[config.mk]
export PLATFORM = sky130hd
export DESIGN_NAME = heap_medium
export DESIGN_NICKNAME = d
export VERILOG_FILES = /design/src/infer_pkg.sv /design/src/heap_medium.sv /design/src/piece_gather.sv
export SDC_FILE = /design/constraint.sdc
export NUM_CORES = 1
export LEC_CHECK = 0
export ABC_CLOCK_PERIOD_IN_PS = 12100
export BUFFER_PORTS_ARGS = -buffer_cell sky130_fd_sc_hd__buf_4
export CELL_PAD_IN_SITES_DETAIL_PLACEMENT = 1
export CELL_PAD_IN_SITES_GLOBAL_PLACEMENT = 1
export CORE_UTILIZATION = 41
export DETAILED_ROUTE_END_ITERATION = 12
export MAX_ROUTING_LAYER = met4
export PLACE_DENSITY = 0.87
export SYNTH_ARGS = -nofsm -noshare
export SYNTH_HDL_FRONTEND = slang
export SYNTH_SLANG_ARGS = --single-unit
[constraint.sdc]
create_clock -name clk_100mhz -period 12.1 [get_ports clk_100mhz]
set_clock_uncertainty 0.15 [all_clocks]
set_input_delay 0 -clock clk_100mhz [delete_from_list [all_inputs] [get_ports clk_100mhz]]
set_output_delay 0 -clock clk_100mhz [all_outputs]
set_load 0.01 [all_outputs]
[src/infer_pkg.sv]
package infer_pkg;

  // BRAM geometry
  localparam int PIECE_WIDTH = 64;                   // Width of one BRAM word
  localparam int HALF_WIDTH  = 2 * PIECE_WIDTH;      // One x or y value, one heap word

  // Piece counts per wide word
  localparam int DATA_PIECES = 4;                    // x pieces then y pieces
  localparam int HEAP_PIECES = HALF_WIDTH / PIECE_WIDTH;

  // Cycles from address to data through the read stage and output register
  localparam int RAM_LATENCY = 2;

  // One BRAM word
  typedef logic [PIECE_WIDTH-1:0] piece_t;

  // x, y and heap word share this width
  typedef logic [HALF_WIDTH-1:0] half_t;

  // Piece k sits at bits 64k+63 down to 64k, so x is pieces 0-1
  typedef struct packed {
    half_t y;                                        // Pieces 2 and 3
    half_t x;                                        // Pieces 0 and 1
  } data_record_t;

endpackage
[src/heap_medium.sv]
`timescale 1ns/1ps

module heap_medium #(
  parameter int HEAP_ADDRS = 128
) (
  input  logic                                               clk_100mhz,
  input  logic                                               reset,
  input  logic                                               req,      // Operation strobe
  input  logic                                               we,       // High for a write
  input  logic [$clog2(HEAP_ADDRS)-1:0]                      addr,
  input  infer_pkg::half_t                                   wdata,
  input  infer_pkg::piece_t                                  ram_rdata,
  output logic                                               done,     // Write or read finished
  output infer_pkg::half_t                                   rdata,
  output logic                                               ram_we,
  output logic [$clog2(HEAP_ADDRS*infer_pkg::HEAP_PIECES)-1:0] ram_waddr,
  output infer_pkg::piece_t                                  ram_wdata,
  output logic                                               ram_re,
  output logic [$clog2(HEAP_ADDRS*infer_pkg::HEAP_PIECES)-1:0] ram_raddr
);

  localparam int PIECES = infer_pkg::HEAP_PIECES;
  localparam int RAM_AW = $clog2(HEAP_ADDRS * PIECES);
  localparam int CNT_W  = (PIECES > 1) ? $clog2(PIECES) : 1;
  localparam int LAT    = infer_pkg::RAM_LATENCY;

  logic               busy;                        // Operation in flight
  logic               active;                      // Walking the pieces
  logic               we_q;                        // Latched operation
  logic [CNT_W-1:0]   cnt;
  logic               wr_done;                     // Last piece written
  logic               rd_valid;                    // Gathered word ready
  logic [LAT-1:0]     re_pipe;
  logic [RAM_AW-1:0]  addr_q;                      // Shared piece address
  infer_pkg::half_t   wdata_q;                     // Shifts down one piece per write

  always_ff @(posedge clk_100mhz) begin
    if (reset) begin
      busy    <= 1'b0;
      active  <= 1'b0;
      we_q    <= 1'b0;
      cnt     <= '0;
      wr_done <= 1'b0;
      re_pipe <= '0;
    end else begin
      wr_done <= 1'b0;
      re_pipe <= {re_pipe[LAT-2:0], ram_re};
      if (req && !busy) begin
        busy   <= 1'b1;                            // Drop anything until done
        active <= 1'b1;
        we_q   <= we;
        cnt    <= '0;
      end else begin
        if (done) busy <= 1'b0;
        if (active) begin
          cnt <= cnt + 1'b1;
          if (cnt == CNT_W'(PIECES - 1)) begin
            active  <= 1'b0;
            wr_done <= we_q;                       // Reads finish through the gatherer
          end
        end
      end
    end
  end

  // Address and write word
  always_ff @(posedge clk_100mhz) begin
    if (req && !busy) begin
      addr_q  <= RAM_AW'(addr) * RAM_AW'(PIECES);
      wdata_q <= wdata;
    end else if (active) begin
      addr_q  <= addr_q + 1'b1;
      wdata_q <= wdata_q >> infer_pkg::PIECE_WIDTH;  // Next slice to the bottom
    end
  end

  assign ram_we    = active && we_q;
  assign ram_re    = active && !we_q;
  assign ram_waddr = addr_q;
  assign ram_raddr = addr_q;
  assign ram_wdata = wdata_q[infer_pkg::PIECE_WIDTH-1:0];

  piece_gather #(
    .word_t (infer_pkg::half_t),
    .PIECES (PIECES)
  ) gather_inst (
    .clk_100mhz  (clk_100mhz),
    .reset       (reset),
    .piece_valid (re_pipe[LAT-1]),
    .piece       (ram_rdata),
    .word_valid  (rd_valid),
    .word        (rdata)
  );

  assign done = wr_done || rd_valid;               // Cycle 3 on write, 5 on read

endmodule

[src/piece_gather.sv]
`timescale 1ns/1ps

module piece_gather #(
  parameter type word_t = infer_pkg::half_t,
  parameter int  PIECES = infer_pkg::HEAP_PIECES
) (
  input  logic              clk_100mhz,
  input  logic              reset,
  input  logic              piece_valid,           // RAM data is a real piece
  input  infer_pkg::piece_t piece,
  output logic              word_valid,            // One cycle after last piece
  output word_t             word
);

  localparam int WORD_WIDTH = $bits(word_t);
  localparam int CNT_W      = (PIECES > 1) ? $clog2(PIECES) : 1;

  logic [WORD_WIDTH-1:0] shift_q;                  // Fills from the top
  logic [CNT_W-1:0]      cnt;                      // Pieces taken so far

  // Newest piece enters at the top, piece 0 ends at the bottom
  always_ff @(posedge clk_100mhz) begin
    if (piece_valid) begin
      shift_q <= {piece, shift_q[WORD_WIDTH-1:infer_pkg::PIECE_WIDTH]};
    end
  end

  // Position counter and word strobe
  always_ff @(posedge clk_100mhz) begin
    if (reset) begin
      cnt        <= '0;
      word_valid <= 1'b0;
    end else begin
      word_valid <= 1'b0;                          // Strobe for one cycle
      if (piece_valid) begin
        if (cnt == CNT_W'(PIECES - 1)) begin
          cnt        <= '0;                        // Ready for the next word
          word_valid <= 1'b1;
        end else begin
          cnt <= cnt + 1'b1;
        end
      end
    end
  end

  assign word = word_t'(shift_q);                  // Reinterpret as payload

endmodule

After elaboration in Yosys (flattened, before gate mapping)
Index checks and enable logic that the tools add are counted.
Storage, ports and cells
  bits of input ports: 203
  logic and storage cells: 40
  bits in registers: 273
Cells by class
  bitwise gates (word level): 3
  $add $sub $neg: 3
  mux-type cells: 11
  reductions and logical operators: 11
Operators with widths (number)
  2-to-1 mux 128 bit: 2
  2-to-1 mux 8 bit: 2
  adder 8 x 1 -> 8 bit (second input constant): 1
  2-to-1 mux 1 bit: 7
  nonzero test 2 bit: 2
  OR reduction 2 bit: 2
  OR reduction 4 bit: 1
  logical AND 1 bit: 3
  NOT 1 bit: 3
  adder 1 bit (second input constant): 2
  zero test 1 bit: 2
  logical OR 1 bit: 1

Depth between registers and ports, before layout
  word-level depth: 3
  depth in mapped cells: 6

Cells and area by module
A second synthesis with hierarchy kept.
Unflattened totals
  cell total of the unflattened synthesis: 688
  area, all modules: 10268.6 µm²
By module, submodules not included
  heap_medium: sequential area each 4214.0 µm², area each 6364.9 µm², cells an instance 554, instances 1
  piece_gather: sequential area each 3883.7 µm², area each 3903.7 µm², cells an instance 134, instances 1

Worst setup path after synthesis
OpenSTA, ideal clock, no wires.
  kind: reg2reg
  start point: register active
  end point: register addr_q[1] (netlist: ram_raddr[1]) (enable)
  setup time: 0.518 ns
  path slack: 7.563 ns
  cell stages (with the launch flop): 3
  path buffers: 1
  arrival: 3.869 ns
  cells stage by stage: dfxtp_1 > buf_2 > nand2b_1
Between the ends
  word-level cells in the longest chain between the ends: 1
Ends and longest elaborated chain
  start, declared: RTL line heap_medium.sv:28  | logic active;
  start signal, assigned: RTL line heap_medium.sv:40  | active <= 1'b0;
  start signal, assigned: RTL line heap_medium.sv:50  | active <= 1'b1;
  start signal, assigned: RTL line heap_medium.sv:58  | active <= 1'b0;
  nonzero test 2 bit (no source line)
  end signal, assigned: RTL line heap_medium.sv:69  | addr_q <= RAM_AW'(addr) * RAM_AW'(PIECES);
  end signal, assigned: RTL line heap_medium.sv:72  | addr_q <= addr_q + 1'b1;
  end, declared: RTL line heap_medium.sv:34  | logic [RAM_AW-1:0] addr_q;
No other way between the ends.
A chain may end at the register's enable or synchronous reset.

Worst setup path after layout
  start point: register busy
  end point: register we_q
Between the ends
  word-level cells in the longest chain between the ends: 2
Ends and longest elaborated chain
  start, declared: RTL line heap_medium.sv:27  | logic busy;
  start signal, assigned: RTL line heap_medium.sv:39  | busy <= 1'b0;
  start signal, assigned: RTL line heap_medium.sv:49  | busy <= 1'b1;
  start signal, assigned: RTL line heap_medium.sv:54  | if (done) busy <= 1'b0;
  zero test 1 bit: RTL line heap_medium.sv:48  | if (req && !busy) begin
  logical AND 1 bit: RTL line heap_medium.sv:48
  end signal, assigned: RTL line heap_medium.sv:51  | we_q <= we;
  end, declared: RTL line heap_medium.sv:29  | logic we_q;
No other way between the ends.

==> impl_metrics.tcl <==
set metrics [dict create \
    post-route-util 0.657 \
    clockPowerShare 0.367 \
    ff2ff_path_depth 5 \
    wl_per_cell_um 23.7 \
    status "finished clean" \
    min_period_over_period 0.244 \
    io_pins 414 \
    yosysSeqAreaShare 0.789 \
    die_h_um 160 \
    grt-ovfl-total 0 \
    slowest_stage "buf_4" \
    synth_cell_types 26 \
    p_seq_frac 0.500 \
    die_x_um 160 \
    portBuffers 413 \
    intPower_mw 1.76 \
    synth_nets 895 \
    p_total_mw 2.32 \
    hp-class "input pin to register" \
    crit_arrival_ps 3270 \
    ys_warn_count 0 \
    end_kind "register" \
    critPathKind "register to register" \
    rsz0062_at_grt "no" \
    startpoint_type "register" \
    syn_area_um2 10300 \
    drt_wl_total_um 37800 \
    cts.sinks 273 \
    start_util 0.419 \
    r2r-end "we_q" \
    reg2reg_slack_ps 9150 \
    swShare 0.241 \
    drv_slew 0 \
    vias 7669 \
    irDropWorstVdd_uv 122 \
    antenna_left 0 \
    setup_viol 0 \
    rows 57 \
    worstMarginPinSlew_ps 1080 \
    drc_errors 0 \
    syn_to_final_growth_pct 56.8 \
    startpoint "busy" \
    fmax_ghz 0.339 \
    cts_buffer_depth 3 \
    viasPerCell 4.80 \
    dp_hpwl_um 20500 \
    cp-endpoint "we_q" \
    drt_iter0_markers 488 \
    power.switching_uw 560 \
    drive_gt1_frac 0.362 \
    critPathBufInv 2 \
    power_frac_comb 0.133 \
    path_depth 5 \
    final_cell_mix "buf_4 (417), edfxtp_1 (263), nand2_1 (208), dlygate4sd3_1 (202), and2_1 (66)" \
    grt_pass1_vias 8670 \
    cts_buffers 30 \
    clock_latency_ps 530 \
    final_common_cell "buf_4" \
    leakagePower_nw 6.80 \
    yosys-top-cells-area "edfxtp_1 (77%), nand2_1 (7.6%), buf_4 (5.3%), and2_1 (4.0%), dfxtp_1 (2.0%)" \
    die_area_um2 25700 \
    grt_pass1_wl_um 55000 \
    layout_setup_ws_ps 9150 \
    cts_resized 0 \
    rr_startpoint "busy" \
    drv_cap 0 \
    drt_pass1_iterations 5 \
    grt_use_total 0.302 \
    fin_crit_ps 2950 \
    max_slew_margin 0.283 \
    fin_nets 1447 \
    crit_required_ps 12420 \
    clk_pin_slew_ps 60 \
    finalHoldViolations 0 \
    dp_slack_ps 9220 \
    worstPathCellList "nor2b_4, buf_4, nand2_1, a21oi_1, dlygate4sd3_1" \
    crit_fanout 96 \
    htreeDepth 1 \
    syn_inst 691 \
    antenna_found_initial 8 \
    synth_top_cell_by_area "edfxtp_1" \
    coreArea_um2 24500 \
    slowest_delay_ps 770 \
    synth_top_area_frac 0.770 \
    synth-seq-cells 273 \
    cts_tree "built" \
    cts.root.buffer_cell "clkbuf_16" \
    place_congestion 0.798 \
    finalSetupTns_ps 0 \
    cts_setup_buffers 0 \
    postSynthAreaPerCell_um2 14.8 \
    grt_max_degree 97 \
    critical-path-top-delay-family "buffers and inverters" \
    power_density_nw_per_um2 145 \
]
repair_timing:
action,in CTS,in global routing
endpoints found under the hold margin,209,0
endpoints found under the setup margin,0,0
hold buffers,202,0
synthesized netlist by cell type, drive strengths merged:
cell    number
a211oi       2
a21oi        3
a311o        1
and2        66
and3         2
and4         1
buf         87
clkbuf      12
dfxtp       10
edfxtp     263
ha           1
inv          1
nand2      208
nand2b       3
nand3        3
nand3b       3
nand4        2
nor2         5
nor2b        6
nor3         2
o211ai       1
o21ai        3
xnor2        5
xor2         1
worst register-to-register path, cell delays in order, from the launching register on:
cell and delay [ps]:
dfxtp_1 340, nor2b_4 740, buf_4 780, nand2_1 150
a21oi_1 160, dlygate4sd3_1 570
power by group through the flow:
stage	registers (mW)	clock network, mW	logic, mW
2_1_floorplan	1.17	0	0.128
3_3_place_gp	1.17	0	0.230
3_5_place_dp	1.17	0	0.240
4_1_cts	1.15	0.847	0.298
5_1_grt	1.17	0.898	0.328
6_report	1.16	0.853	0.310
layout make-up:
type	count	area (um^2)
Fill cell	2326	8380
Sequential cell	273	8100
Timing Repair Buffer	619	5150
Multi-Input combinational cell	318	1500
Clock buffer	35	791
Tap cell	324	405
Clock inverter	19	106
Antenna cell	9	22.5
Inverter	1	3.75
stage by stage:
step / instance area, um^2 / instances / hold slack [ps]
after floorplan: 10300 / 691 / -51.1
after global placement: 13100 / 1333 / 28.5
after detailed placement: 13100 / 1333 / 29.3
after CTS: 16100 / 1589 / 14.6
after global routing: 16100 / 1597 / 32.1
final: 16100 / 1598 / 34.6
logic make-up (layout without fill, tap and decap cells):
family                     count (synthesis)  count (layout)  synth area share
xor gates and xnor gates                   6               6           0.00512
DFF                                      273             273             0.789
other                                      0               9                 0
and+or+nand+nor                          301             301             0.132
adders and majority gates                  1               1           0.00122
AOI/OAI and AO/OA                         10              10           0.00658
buffers and inverters                    100             674            0.0662
sequential cells by signal, summed over array words and instances, names as in the netlist:
signal,cells
active,1
busy,1
cnt,1
gather_inst.cnt,1
gather_inst.word,128
gather_inst.word_valid,1
ram_raddr,8
re_pipe,2
wdata_q,128
we_q,1
wr_done,1
layer usage:
layer / GRT usage / vias to the layer above / part of all wire
li1: - / 3413 / -
met2: 0.565 / 368 / 0.56
met1: 0.294 / 3777 / 0.33
met3: 0.0605 / 111 / 0.060
met4: 0.152 / 0 / 0.051
met5: - / - / 0
worst min-delay path by stage:
stage / start / end / cells after the start
finish: ram_rdata[50] / gather_inst.word[114] / 2
floorplan: ram_rdata[36] / gather_inst.word[100] / 0
global placement: ram_rdata[42] / gather_inst.word[106] / 1
global route: ram_rdata[5] / gather_inst.word[69] / 2
detailed placement: ram_rdata[59] / gather_inst.word[123] / 1
CTS: ram_rdata[5] / gather_inst.word[69] / 2
Power figures use the tool's default switching activity.
