<file path="config.mk">
export PLATFORM = sky130hd
export DESIGN_NAME = data_medium
export DESIGN_NICKNAME = d
export VERILOG_FILES = /design/src/infer_pkg.sv /design/src/data_medium.sv /design/src/piece_gather.sv
export SDC_FILE = /design/constraint.sdc
export NUM_CORES = 1
export LEC_CHECK = 0
export ABC_AREA = 1
export BUFFER_PORTS_ARGS = -buffer_cell sky130_fd_sc_hd__buf_4
export CORE_MARGIN = 10
export CORE_UTILIZATION = 48
export DETAILED_ROUTE_END_ITERATION = 16
export PLACE_DENSITY = 0.89
export SYNTH_ARGS = -nofsm -noshare
export SYNTH_HDL_FRONTEND = slang
export SYNTH_HIERARCHICAL = 1
export SYNTH_SLANG_ARGS = --single-unit
</file>
<file path="constraint.sdc">
create_clock -name clk_100mhz -period 8.4 [get_ports clk_100mhz]
set_input_delay 2.52 -clock clk_100mhz [delete_from_list [all_inputs] [get_ports clk_100mhz]]
set_output_delay 2.52 -clock clk_100mhz [all_outputs]
set_load 0.01 [all_outputs]
</file>
<file path="src/infer_pkg.sv">
package infer_pkg;

  // BRAM geometry
  localparam int PIECE_WIDTH = 64;                   // Width of one BRAM word
  localparam int HALF_WIDTH  = 2 * PIECE_WIDTH;      // One x or y value, one heap word

  // Piece counts per wide word
  localparam int DATA_PIECES = 4;                    // x pieces then y pieces
  localparam int HEAP_PIECES = HALF_WIDTH / PIECE_WIDTH;

  // Cycles from address to data through the read stage and output register
  localparam int RAM_LATENCY = 2;

  // One BRAM word
  typedef logic [PIECE_WIDTH-1:0] piece_t;

  // x, y and heap word share this width
  typedef logic [HALF_WIDTH-1:0] half_t;

  // Piece k sits at bits 64k+63 down to 64k, so x is pieces 0-1
  typedef struct packed {
    half_t y;                                        // Pieces 2 and 3
    half_t x;                                        // Pieces 0 and 1
  } data_record_t;

endpackage
</file>
<file path="src/data_medium.sv">
`timescale 1ns/1ps

module data_medium #(
  parameter int DATA_ADDRS = 512
) (
  input  logic                                              clk_100mhz,
  input  logic                                              reset,
  input  logic                                              req,       // Read strobe
  input  logic [$clog2(DATA_ADDRS)-1:0]                     addr,      // Record index
  input  infer_pkg::piece_t                                 ram_rdata,
  output logic                                              valid,     // Record strobe
  output infer_pkg::half_t                                  x,
  output infer_pkg::half_t                                  y,
  output logic                                              ram_re,
  output logic [$clog2(DATA_ADDRS*infer_pkg::DATA_PIECES)-1:0] ram_raddr
);

  localparam int PIECES = infer_pkg::DATA_PIECES;
  localparam int RAM_AW = $clog2(DATA_ADDRS * PIECES);
  localparam int CNT_W  = $clog2(PIECES);
  localparam int LAT    = infer_pkg::RAM_LATENCY;

  logic                   busy;                    // Request in flight
  logic                   issuing;                 // Piece addresses going out
  logic [CNT_W-1:0]       cnt;                     // Piece being addressed
  logic [RAM_AW-1:0]      raddr_q;
  logic [LAT-1:0]         re_pipe;                 // Matches RAM latency
  infer_pkg::data_record_t record;

  // Busy flag and address walk
  always_ff @(posedge clk_100mhz) begin
    if (reset) begin
      busy    <= 1'b0;
      issuing <= 1'b0;
      cnt     <= '0;
      re_pipe <= '0;
    end else begin
      re_pipe <= {re_pipe[LAT-2:0], ram_re};
      if (req && !busy) begin
        busy    <= 1'b1;                           // Later requests dropped
        issuing <= 1'b1;
        cnt     <= '0;
      end else begin
        if (valid) busy <= 1'b0;
        if (issuing) begin
          cnt <= cnt + 1'b1;
          if (cnt == CNT_W'(PIECES - 1)) issuing <= 1'b0;  // Last piece sent
        end
      end
    end
  end

  // First piece address is record times PIECES
  always_ff @(posedge clk_100mhz) begin
    if (req && !busy) raddr_q <= RAM_AW'(addr) * RAM_AW'(PIECES);
    else if (issuing) raddr_q <= raddr_q + 1'b1;
  end

  assign ram_re    = issuing;
  assign ram_raddr = raddr_q;

  piece_gather #(
    .word_t (infer_pkg::data_record_t),
    .PIECES (PIECES)
  ) gather_inst (
    .clk_100mhz  (clk_100mhz),
    .reset       (reset),
    .piece_valid (re_pipe[LAT-1]),                 // RAM data now valid
    .piece       (ram_rdata),
    .word_valid  (valid),
    .word        (record)
  );

  assign x = record.x;                             // Pieces 0 and 1
  assign y = record.y;                             // Pieces 2 and 3

endmodule

</file>
<file path="src/piece_gather.sv">
`timescale 1ns/1ps

module piece_gather #(
  parameter type word_t = infer_pkg::half_t,
  parameter int  PIECES = infer_pkg::HEAP_PIECES
) (
  input  logic              clk_100mhz,
  input  logic              reset,
  input  logic              piece_valid,           // RAM data is a real piece
  input  infer_pkg::piece_t piece,
  output logic              word_valid,            // One cycle after last piece
  output word_t             word
);

  localparam int WORD_WIDTH = $bits(word_t);
  localparam int CNT_W      = (PIECES > 1) ? $clog2(PIECES) : 1;

  logic [WORD_WIDTH-1:0] shift_q;                  // Fills from the top
  logic [CNT_W-1:0]      cnt;                      // Pieces taken so far

  // Newest piece enters at the top, piece 0 ends at the bottom
  always_ff @(posedge clk_100mhz) begin
    if (piece_valid) begin
      shift_q <= {piece, shift_q[WORD_WIDTH-1:infer_pkg::PIECE_WIDTH]};
    end
  end

  // Position counter and word strobe
  always_ff @(posedge clk_100mhz) begin
    if (reset) begin
      cnt        <= '0;
      word_valid <= 1'b0;
    end else begin
      word_valid <= 1'b0;                          // Strobe for one cycle
      if (piece_valid) begin
        if (cnt == CNT_W'(PIECES - 1)) begin
          cnt        <= '0;                        // Ready for the next word
          word_valid <= 1'b1;
        end else begin
          cnt <= cnt + 1'b1;
        end
      end
    end
  end

  assign word = word_t'(shift_q);                  // Reinterpret as payload

endmodule

</file>
Yosys cells after proc, flatten, opt, wreduce, memory -nomap -nowiden
Index checks and enable logic that the tools add are counted.
{"block": "totals", "inputBits": 76, "elab_cells": 30, "reg_bits": 276, "output_inout_bits": 269}
{"block": "op_classes", "mux": 9, "n_reduce_logical": 6, "n_bitwise": 1, "n_eq_ne": 2, "n_addsub": 3}
{"op": "$mux 11", "count": 2}
{"op": "$add 11x1->11 const B", "count": 1}
{"op": "$mux 1", "count": 6}
{"op": "$add 2x1->2 const B", "count": 2}
{"op": "$eq 2x2->1 const B", "count": 2}
{"op": "$reduce_bool 2->1", "count": 2}
{"op": "$reduce_or 2->1", "count": 2}
{"op": "$mux 2", "count": 1}
{"op": "$logic_and 1x1->1", "count": 1}
{"op": "$logic_not 1->1", "count": 1}
{"op": "$not 1->1", "count": 1}

Logic depth before layout (Yosys ltp)
Gate-level depths: netlist (run 1).
{"block": "logic_depth", "ltp_word": 4, "depth_mapped": 7, "depth_no_buf": 7}

Modules after synthesis
The synthesis (run 1) kept the hierarchy.
{"module": "piece_gather", "area_each_um2": 7817.5, "cells_each": 272, "n_inst": 1, "seq_area_each_um2": 7747.4}
{"module": "data_medium", "area_each_um2": 929.6, "cells_each": 110, "n_inst": 1, "seq_area_each_um2": 430.4}

Least setup slack after synthesis (run 1)
OpenSTA, ideal clock, no wires.
{"block": "synth_path", "path_type": "flip-flop to flip-flop", "from": "reg re_pipe[1]", "to": "reg gather_inst.cnt[0]", "synth_period_minus_slack_ps": 6650, "required_ps": 8320, "path_slack_ps": 1750, "stages_incl_launch_ff": 3, "setup_ps": 80, "n_path_buf": 0, "arrival_time_ps": 6570, "path_cell_list": "dfxtp_1 -> nand2_1 -> a21oi_2"}
{"element": "start: declaration", "line": "data_medium.sv:27", "rtl": "logic [LAT-1:0] re_pipe;"}
{"element": "start signal: assignment", "line": "data_medium.sv:38", "rtl": "re_pipe <= {re_pipe[LAT-2:0], ram_re};"}
{"element": "end signal: assignment", "line": "piece_gather.sv:40", "rtl": "cnt <= cnt + 1'b1;"}
{"element": "end: declaration", "line": "piece_gather.sv:19", "rtl": "logic [CNT_W-1:0] cnt;"}

Worst setup path after layout (run 1)
{"block": "layout_path", "from": "reg raddr_q[3] (netlist: ram_raddr[3])", "to": "out ram_raddr[3] (netlist name)"}
{"element": "start: declaration", "line": "data_medium.sv:26", "rtl": "logic [RAM_AW-1:0] raddr_q;"}
{"element": "start signal: assignment", "line": "data_medium.sv:55", "rtl": "if (req && !busy) raddr_q <= RAM_AW'(addr) * RAM_AW'(PIECES);"}
{"element": "start signal: assignment", "line": "data_medium.sv:56", "rtl": "else if (issuing) raddr_q <= raddr_q + 1'b1;"}
{"element": "end: declaration", "line": "data_medium.sv:15", "rtl": "output logic [$clog2(DATA_ADDRS*infer_pkg::DATA_PIECES)-1:0] ram_raddr"}
No word-level cell between the ends.

==> results of run 1 <==
final cells by class:
cell class	instances	area [µm²]	area share
repair buffers	347	2605	0.2087
clock inverters	15	146.4	0.01173
clock buffers	35	705.7	0.05653
inverters	19	71.32	0.005713
well taps	229	286.5	0.02295
flip-flops and latches	276	8182	0.6554
multi-input cells	86	486.7	0.03899
power by group through the flow:
| stage | Clock, µW | Combinational, µW | Sequential, µW |
|---|---|---|---|
| 6_report | 1160 | 143 | 1570 |
| 5_1_grt | 1240 | 153 | 1570 |
| 4_1_cts | 1180 | 145 | 1570 |
| 3_5_place_dp | 0 | 144 | 1600 |
| 3_3_place_gp | 0 | 140 | 1590 |
| 2_1_floorplan | 0 | 25.5 | 1630 |
cell usage after synthesis:
cell / number / area (µm²)
or2_1: 1 / 6.260
buf_6: 1 / 11.26
o21ai_2: 4 / 35.03
xor2_1: 1 / 8.760
nor2_8: 1 / 20.02
edfxtp_1: 265 / 7958
nor2_1: 9 / 33.78
o211ai_1: 1 / 7.510
nor3_2: 1 / 10.01
nand3_1: 9 / 45.04
inv_2: 3 / 11.26
ha_1: 3 / 37.54
a21oi_2: 2 / 17.52
a21oi_1: 2 / 10.01
nor2_2: 1 / 6.260
a211oi_1: 1 / 7.510
dfxtp_1: 11 / 220.2
o21bai_1: 2 / 15.01
nor2_4: 2 / 22.52
inv_1: 16 / 60.06
nor3_1: 1 / 5.000
nand3_2: 2 / 20.02
xnor2_1: 3 / 26.28
nand2_1: 38 / 142.6
o21ai_0: 2 / 10.01
worst min-delay path by stage:
stage / from / endpoint / slack [ns]
finish: re_pipe[0] / re_pipe[1] / 0.42
global route: re_pipe[0] / re_pipe[1] / 0.44
CTS: re_pipe[0] / re_pipe[1] / 0.42
detailed placement: re_pipe[0] / re_pipe[1] / 0.40
global placement: re_pipe[0] / re_pipe[1] / 0.38
floorplan: re_pipe[0] / re_pipe[1] / 0.39
cells by family (layout without fill, tap and decap cells):
family | Yosys count | after routing | synth area share
AND/OR/NAND/NOR | 65 | 65 | 0.03562
adder cells (fa/ha/maj) | 3 | 3 | 0.004292
flip-flops | 276 | 276 | 0.9349
buffers and inverters | 20 | 416 | 0.009441
AO/OA/AOI/OAI | 14 | 14 | 0.01173
XOR/XNOR | 4 | 4 | 0.004006
flip-flops by register name (all words and copies together), names as in the netlist:
| signal | count |
|---|---|
| ram_raddr | 11 |
| gather_inst/word_valid | 1 |
| gather_inst/word | 256 |
| re_pipe | 2 |
| gather_inst/cnt | 2 |
| busy | 1 |
| ram_re | 1 |
| cnt | 2 |
layer usage:
metal	track usage	vias up
met5	0	-
met2	0.3449	265
met4	0.07242	0
met1	0.1984	2469
li1	-	2212
met3	0.05487	51
per-stage QoR:
step	cell area [µm²]	instances	setup WS [ns]	hold WS [ns]
6_report	12480	1007	4.665	0.4193
5_1_grt	12480	1007	4.621	0.4422
4_1_cts	12480	1007	4.648	0.4215
3_5_place_dp	11630	957	4.533	0.4007
3_3_place_gp	11630	957	4.627	0.3828
2_1_floorplan	8747	382	1.750	0.3883
==> impl_metrics.toml, run 1 <==
[global_route]
grt_start_max_net_pins = 87
grt_overflow = 0
grt.total_usage = 0.1882
antenna_found_initial = 0
grt_pass1_vias = 5105
grt_pass1_wl_um = 34040

[placed_design]
hpwl_um = 18350
io_buffers = 344
gp_congestion = 0.8177

[floorplanning]
die_y_um = 155.0
initial_core_util = 0.4869
std_cell_rows = 49
die-area_um2 = 24020
core_area_um2 = 17960
die_w_um = 155.0
ios = 345

[pwr]
p_leak_uw = 0.004874
power_uw = 2872
p_comb_frac = 0.050
seq_power_share = 0.547
p_per_area_nw_per_um2 = 230.0
clkPwrFrac = 0.403
ir_drop_uv = 196.2
p_sw_frac = 0.2003
p_int_uw = 2296
power_switching_uw = 575.3

[detailed_routing]
drc = 0
dr.max_layer_used = "met4"
postRouteAntennaNets = 0
met3WireLength_um = 2178
post_drt_wl_per_cell_um = 24.32
drtPass1Iterations = 4
drt_wl_total_um = 24490
wl_met2_um = 13250
drt-met1-wl_um = 8216
drtIter0Drc = 404
num_vias = 4997
routed_via_density = 4.962

[worst_setup_path]
critPathRequiredTime_ns = 5.88
critical_path.slowest_cell = "edfxtp_1"
path_max_fanout = 5
criticalPathCategory = "reg -> out"
cp.depth = 1
crit_family = "flip-flops"
crit_start = "ram_raddr[3]"
crit_path_max_incr_delay_ns = 0.50
cp-endpoint = "ram_raddr[3]"
cp.arrival_ns = 1.21
critPathCaptureType = "output pin"
cp-start-kind = "flop"
r2r_cells = 2
reg2reg_to = "gather_inst/word[239]"
crit_buf_inv = 1
rrSetupSlack_ns = 5.71
path_cells = "buf_4"
r2r-start = "re_pipe[1]"

[final_layout]
layout_common_cells = "buf_4, edfxtp_1, nand2_1"
synthToLayoutAreaGrowth_pct = 42.71
fillerInstances = 1089
fin_util = 0.6949
final_common_cell = "buf_4"
drive_above_1_share = 0.5141
antennaDiodeCount = 0
nets = 836

[logic_synthesis]
synth_fp_nets = 461
yosysUniqueCellTypes = 25
synth_cells = 382
yosysWarnings = 6
ys_seq_area_frac = 0.9349
mappedNetlistArea_um2 = 8747
avgSynthCellArea_um2 = 22.90
ys_seq_elements = 276

[min_path]
hold_depth = 2
hold_path.class = "reg -> reg"

[cts]
postCtsSetupRepairBufs = 0
clkTransAtPathRegs_ns = 0.06
clk_path_buf_depth = 3
ctsHoldBuffers = 0
root_buffer = "clkbuf_16"
cts_resized = 0
cts.htree.levels = 1
clkLatencyLatePin_ns = 0.52
cts_sinks = 276
cts_tree = "done"
cts_buffers = 27

[timing]
tightest_slew_ns = 1.029
period_share = 0.4446
drv_slew = 0
skew_ns = 0.01113
slew-limit-headroom = 0.3140
fin_tns_setup_ns = 0
hold_violations = 0
fmax_mhz = 267.8
rsz0062_at_grt = "no"
period_needed_ns = 3.735
setup_viol_count_final = 0

[run_status]
outcome = "completed"

[job]
cap_violations = 0
No activity file was read; power rests on OpenSTA's default activity.
==> run 2, diff against run 1 <==
--- a/config.mk
+++ b/config.mk
@@ -8,9 +8,9 @@
 export ABC_AREA = 1
 export BUFFER_PORTS_ARGS = -buffer_cell sky130_fd_sc_hd__buf_4
 export CORE_MARGIN = 10
-export CORE_UTILIZATION = 48
+export CORE_UTILIZATION = 43
 export DETAILED_ROUTE_END_ITERATION = 16
-export PLACE_DENSITY = 0.89
+export PLACE_DENSITY = 0.85
 export SYNTH_ARGS = -nofsm -noshare
 export SYNTH_HDL_FRONTEND = slang
 export SYNTH_HIERARCHICAL = 1
==> constraint.sdc (replaced) <==
create_clock -name clk_100mhz -period 3.43 [get_ports clk_100mhz]
set_input_delay 1.029 -clock clk_100mhz [delete_from_list [all_inputs] [get_ports clk_100mhz]]
set_output_delay 1.029 -clock clk_100mhz [all_outputs]
set_load 0.01 [all_outputs]
==> run 2 against run 1 <==
  * Design area unchanged
  * Routed wire length down 6.0%
  * Utilization down 7.4 points
  * Worst setup slack got worse by 3.4 ns
  * Sequential share of layout area is the same
  * Count of clock-buffer cells in the layout decreased by 2
  * Highest routed layer is now met5
==> impl_metrics.toml, run 2 (synthesis results as in run 1) <==
[final_layout]
fin_cells = 1046
nets = 836
fillerInstances = 1422
drive_above_1_share = 0.5129
fin_util = 0.6209
final_common_cell = "buf_4"
fin_area_um2 = 12480
largest_reg_flops = 256
synthToLayoutAreaGrowth_pct = 42.71
layout_common_cells = "buf_4, edfxtp_1, nand2_1"
antennaDiodeCount = 0

[global_route]
grt.total_usage = 0.1619
grt_pass1_vias = 5122
grt_pass1_wl_um = 32980
antenna_found_initial = 1
grt_overflow = 0
grt_start_max_net_pins = 92

[timing]
rsz0062_at_grt = "no"
period_needed_ns = 2.209
slew-limit-headroom = 0.5548
setup_ws_ns = 1.221
hold_violations = 0
fmax_mhz = 452.7
fin_tns_setup_ns = 0
setup_viol_count_final = 0
period_share = 0.6440
skew_ns = 0.01420
tightest_slew_ns = 0.6679
drv_slew = 0

[placed_design]
dp_cells = 998
place_ws_ns = 1.056
place_area_um2 = 11710
io_buffers = 344
gp_congestion = 0.8172
hpwl_um = 17570

[worst_setup_path]
crit_path_max_incr_delay_ns = 0.47
crit_buf_inv = 1
r2r_cells = 1
critPathRequiredTime_ns = 2.40
cp-start-kind = "flop"
critical_path.slowest_cell = "edfxtp_1"
rrSetupSlack_ns = 1.75
critPathCaptureType = "output pin"
cp.arrival_ns = 1.18
reg2reg_to = "gather_inst/word[80]"
path_cells = "buf_4"
crit_family = "flip-flops"
path_max_fanout = 5
r2r-start = "re_pipe[1]"
criticalPathCategory = "reg -> out"

[cts]
clk_path_buf_depth = 3
ctsHoldBuffers = 0
cts_resized = 0
cts_sinks = 276
clkTransAtPathRegs_ns = 0.06
cts_tree = "done"
root_buffer = "clkbuf_16"
cts_buffers = 27
clkLatencyLatePin_ns = 0.52
cts.htree.levels = 1
postCtsSetupRepairBufs = 0

[run_status]
outcome = "completed"

[floorplanning]
die-area_um2 = 26450
core_area_um2 = 20100
ios = 345
std_cell_rows = 52
die_w_um = 162.6
initial_core_util = 0.4351
die_y_um = 162.6

[detailed_routing]
drt_wl_total_um = 23020
post_drt_wl_per_cell_um = 22.00
drtIter0Drc = 328
postRouteAntennaNets = 0
num_vias = 4873
drtPass1Iterations = 4
drc = 0
routed_via_density = 4.659

[pwr]
ir_drop_uv = 415.3
p_leak_uw = 0.004835
p_per_area_nw_per_um2 = 544.5

[min_path]
hold_depth = 2
hold_path_end = "re_pipe[1]"
hold_path.class = "reg -> reg"
holdCritStartpoint = "re_pipe[0]"

[job]
cap_violations = 0
==> run 2: cell count changes in the layout (fill, tap and decap cells not counted) <==
| cell | change |
|---|---|
| buf_12 | +2 |
| clkinv_4 | +1 |
| buf_4 | -2 |
| clkbuf_1 | -2 |
| clkinv_2 | -2 |
| bufinv_16 | -3 |
| clkinvlp_4 | +2 |
| clkinv_1 | +2 |
==> run 2: area by class of cell <==
class / count / area, µm² / area share
multi-input combinational: 86 / 486.7 / 0.03899
sequential: 276 / 8182 / 0.6554
tap: 270 / 337.8 / 0.02706
timing repair buffer: 347 / 2630 / 0.2107
clock inverter: 15 / 77.57 / 0.006214
clock buffer: 33 / 698.2 / 0.05593
inverter: 19 / 71.32 / 0.005713
==> run 2: per-stage QoR <==
| step | hold WS, ns | power (µW) |
|---|---|---|
| 2_1_floorplan | 0.3787 | 4029 |
| 4_1_cts | 0.4090 | 6878 |
| 3_5_place_dp | 0.3994 | 4263 |
| 5_1_grt | 0.4180 | 7030 |
| 6_report | 0.4082 | 6797 |
| 3_3_place_gp | 0.3827 | 4244 |
==> run 2: power by group <==
part / internal (µW) / leakage (µW) / switching, µW
logic: 171 / 0.00195 / 168
clock network: 1440 / 0.000373 / 1170
registers: 3780 / 0.00251 / 68.1
==> run 2: metal layers <==
metal,wire length (µm),global-route usage
met1,8199,0.1791
met4,561,0.04795
met3,2467,0.06370
met5,13,0
met2,11770,0.2828
==> run 2: how the worst max path moves through the flow <==
stage,slack [ns],depth (start not counted),from,end
after floorplan,0.97,0,re_pipe[1],gather_inst/word[0]
after global placement,1.12,5,req,ram_raddr[9]
after detailed placement,1.06,5,req,ram_raddr[9]
after CTS,1.20,1,ram_raddr[3],ram_raddr[3]
after global routing,1.18,1,ram_raddr[2],ram_raddr[2]
final,1.22,1,ram_raddr[3],ram_raddr[3]
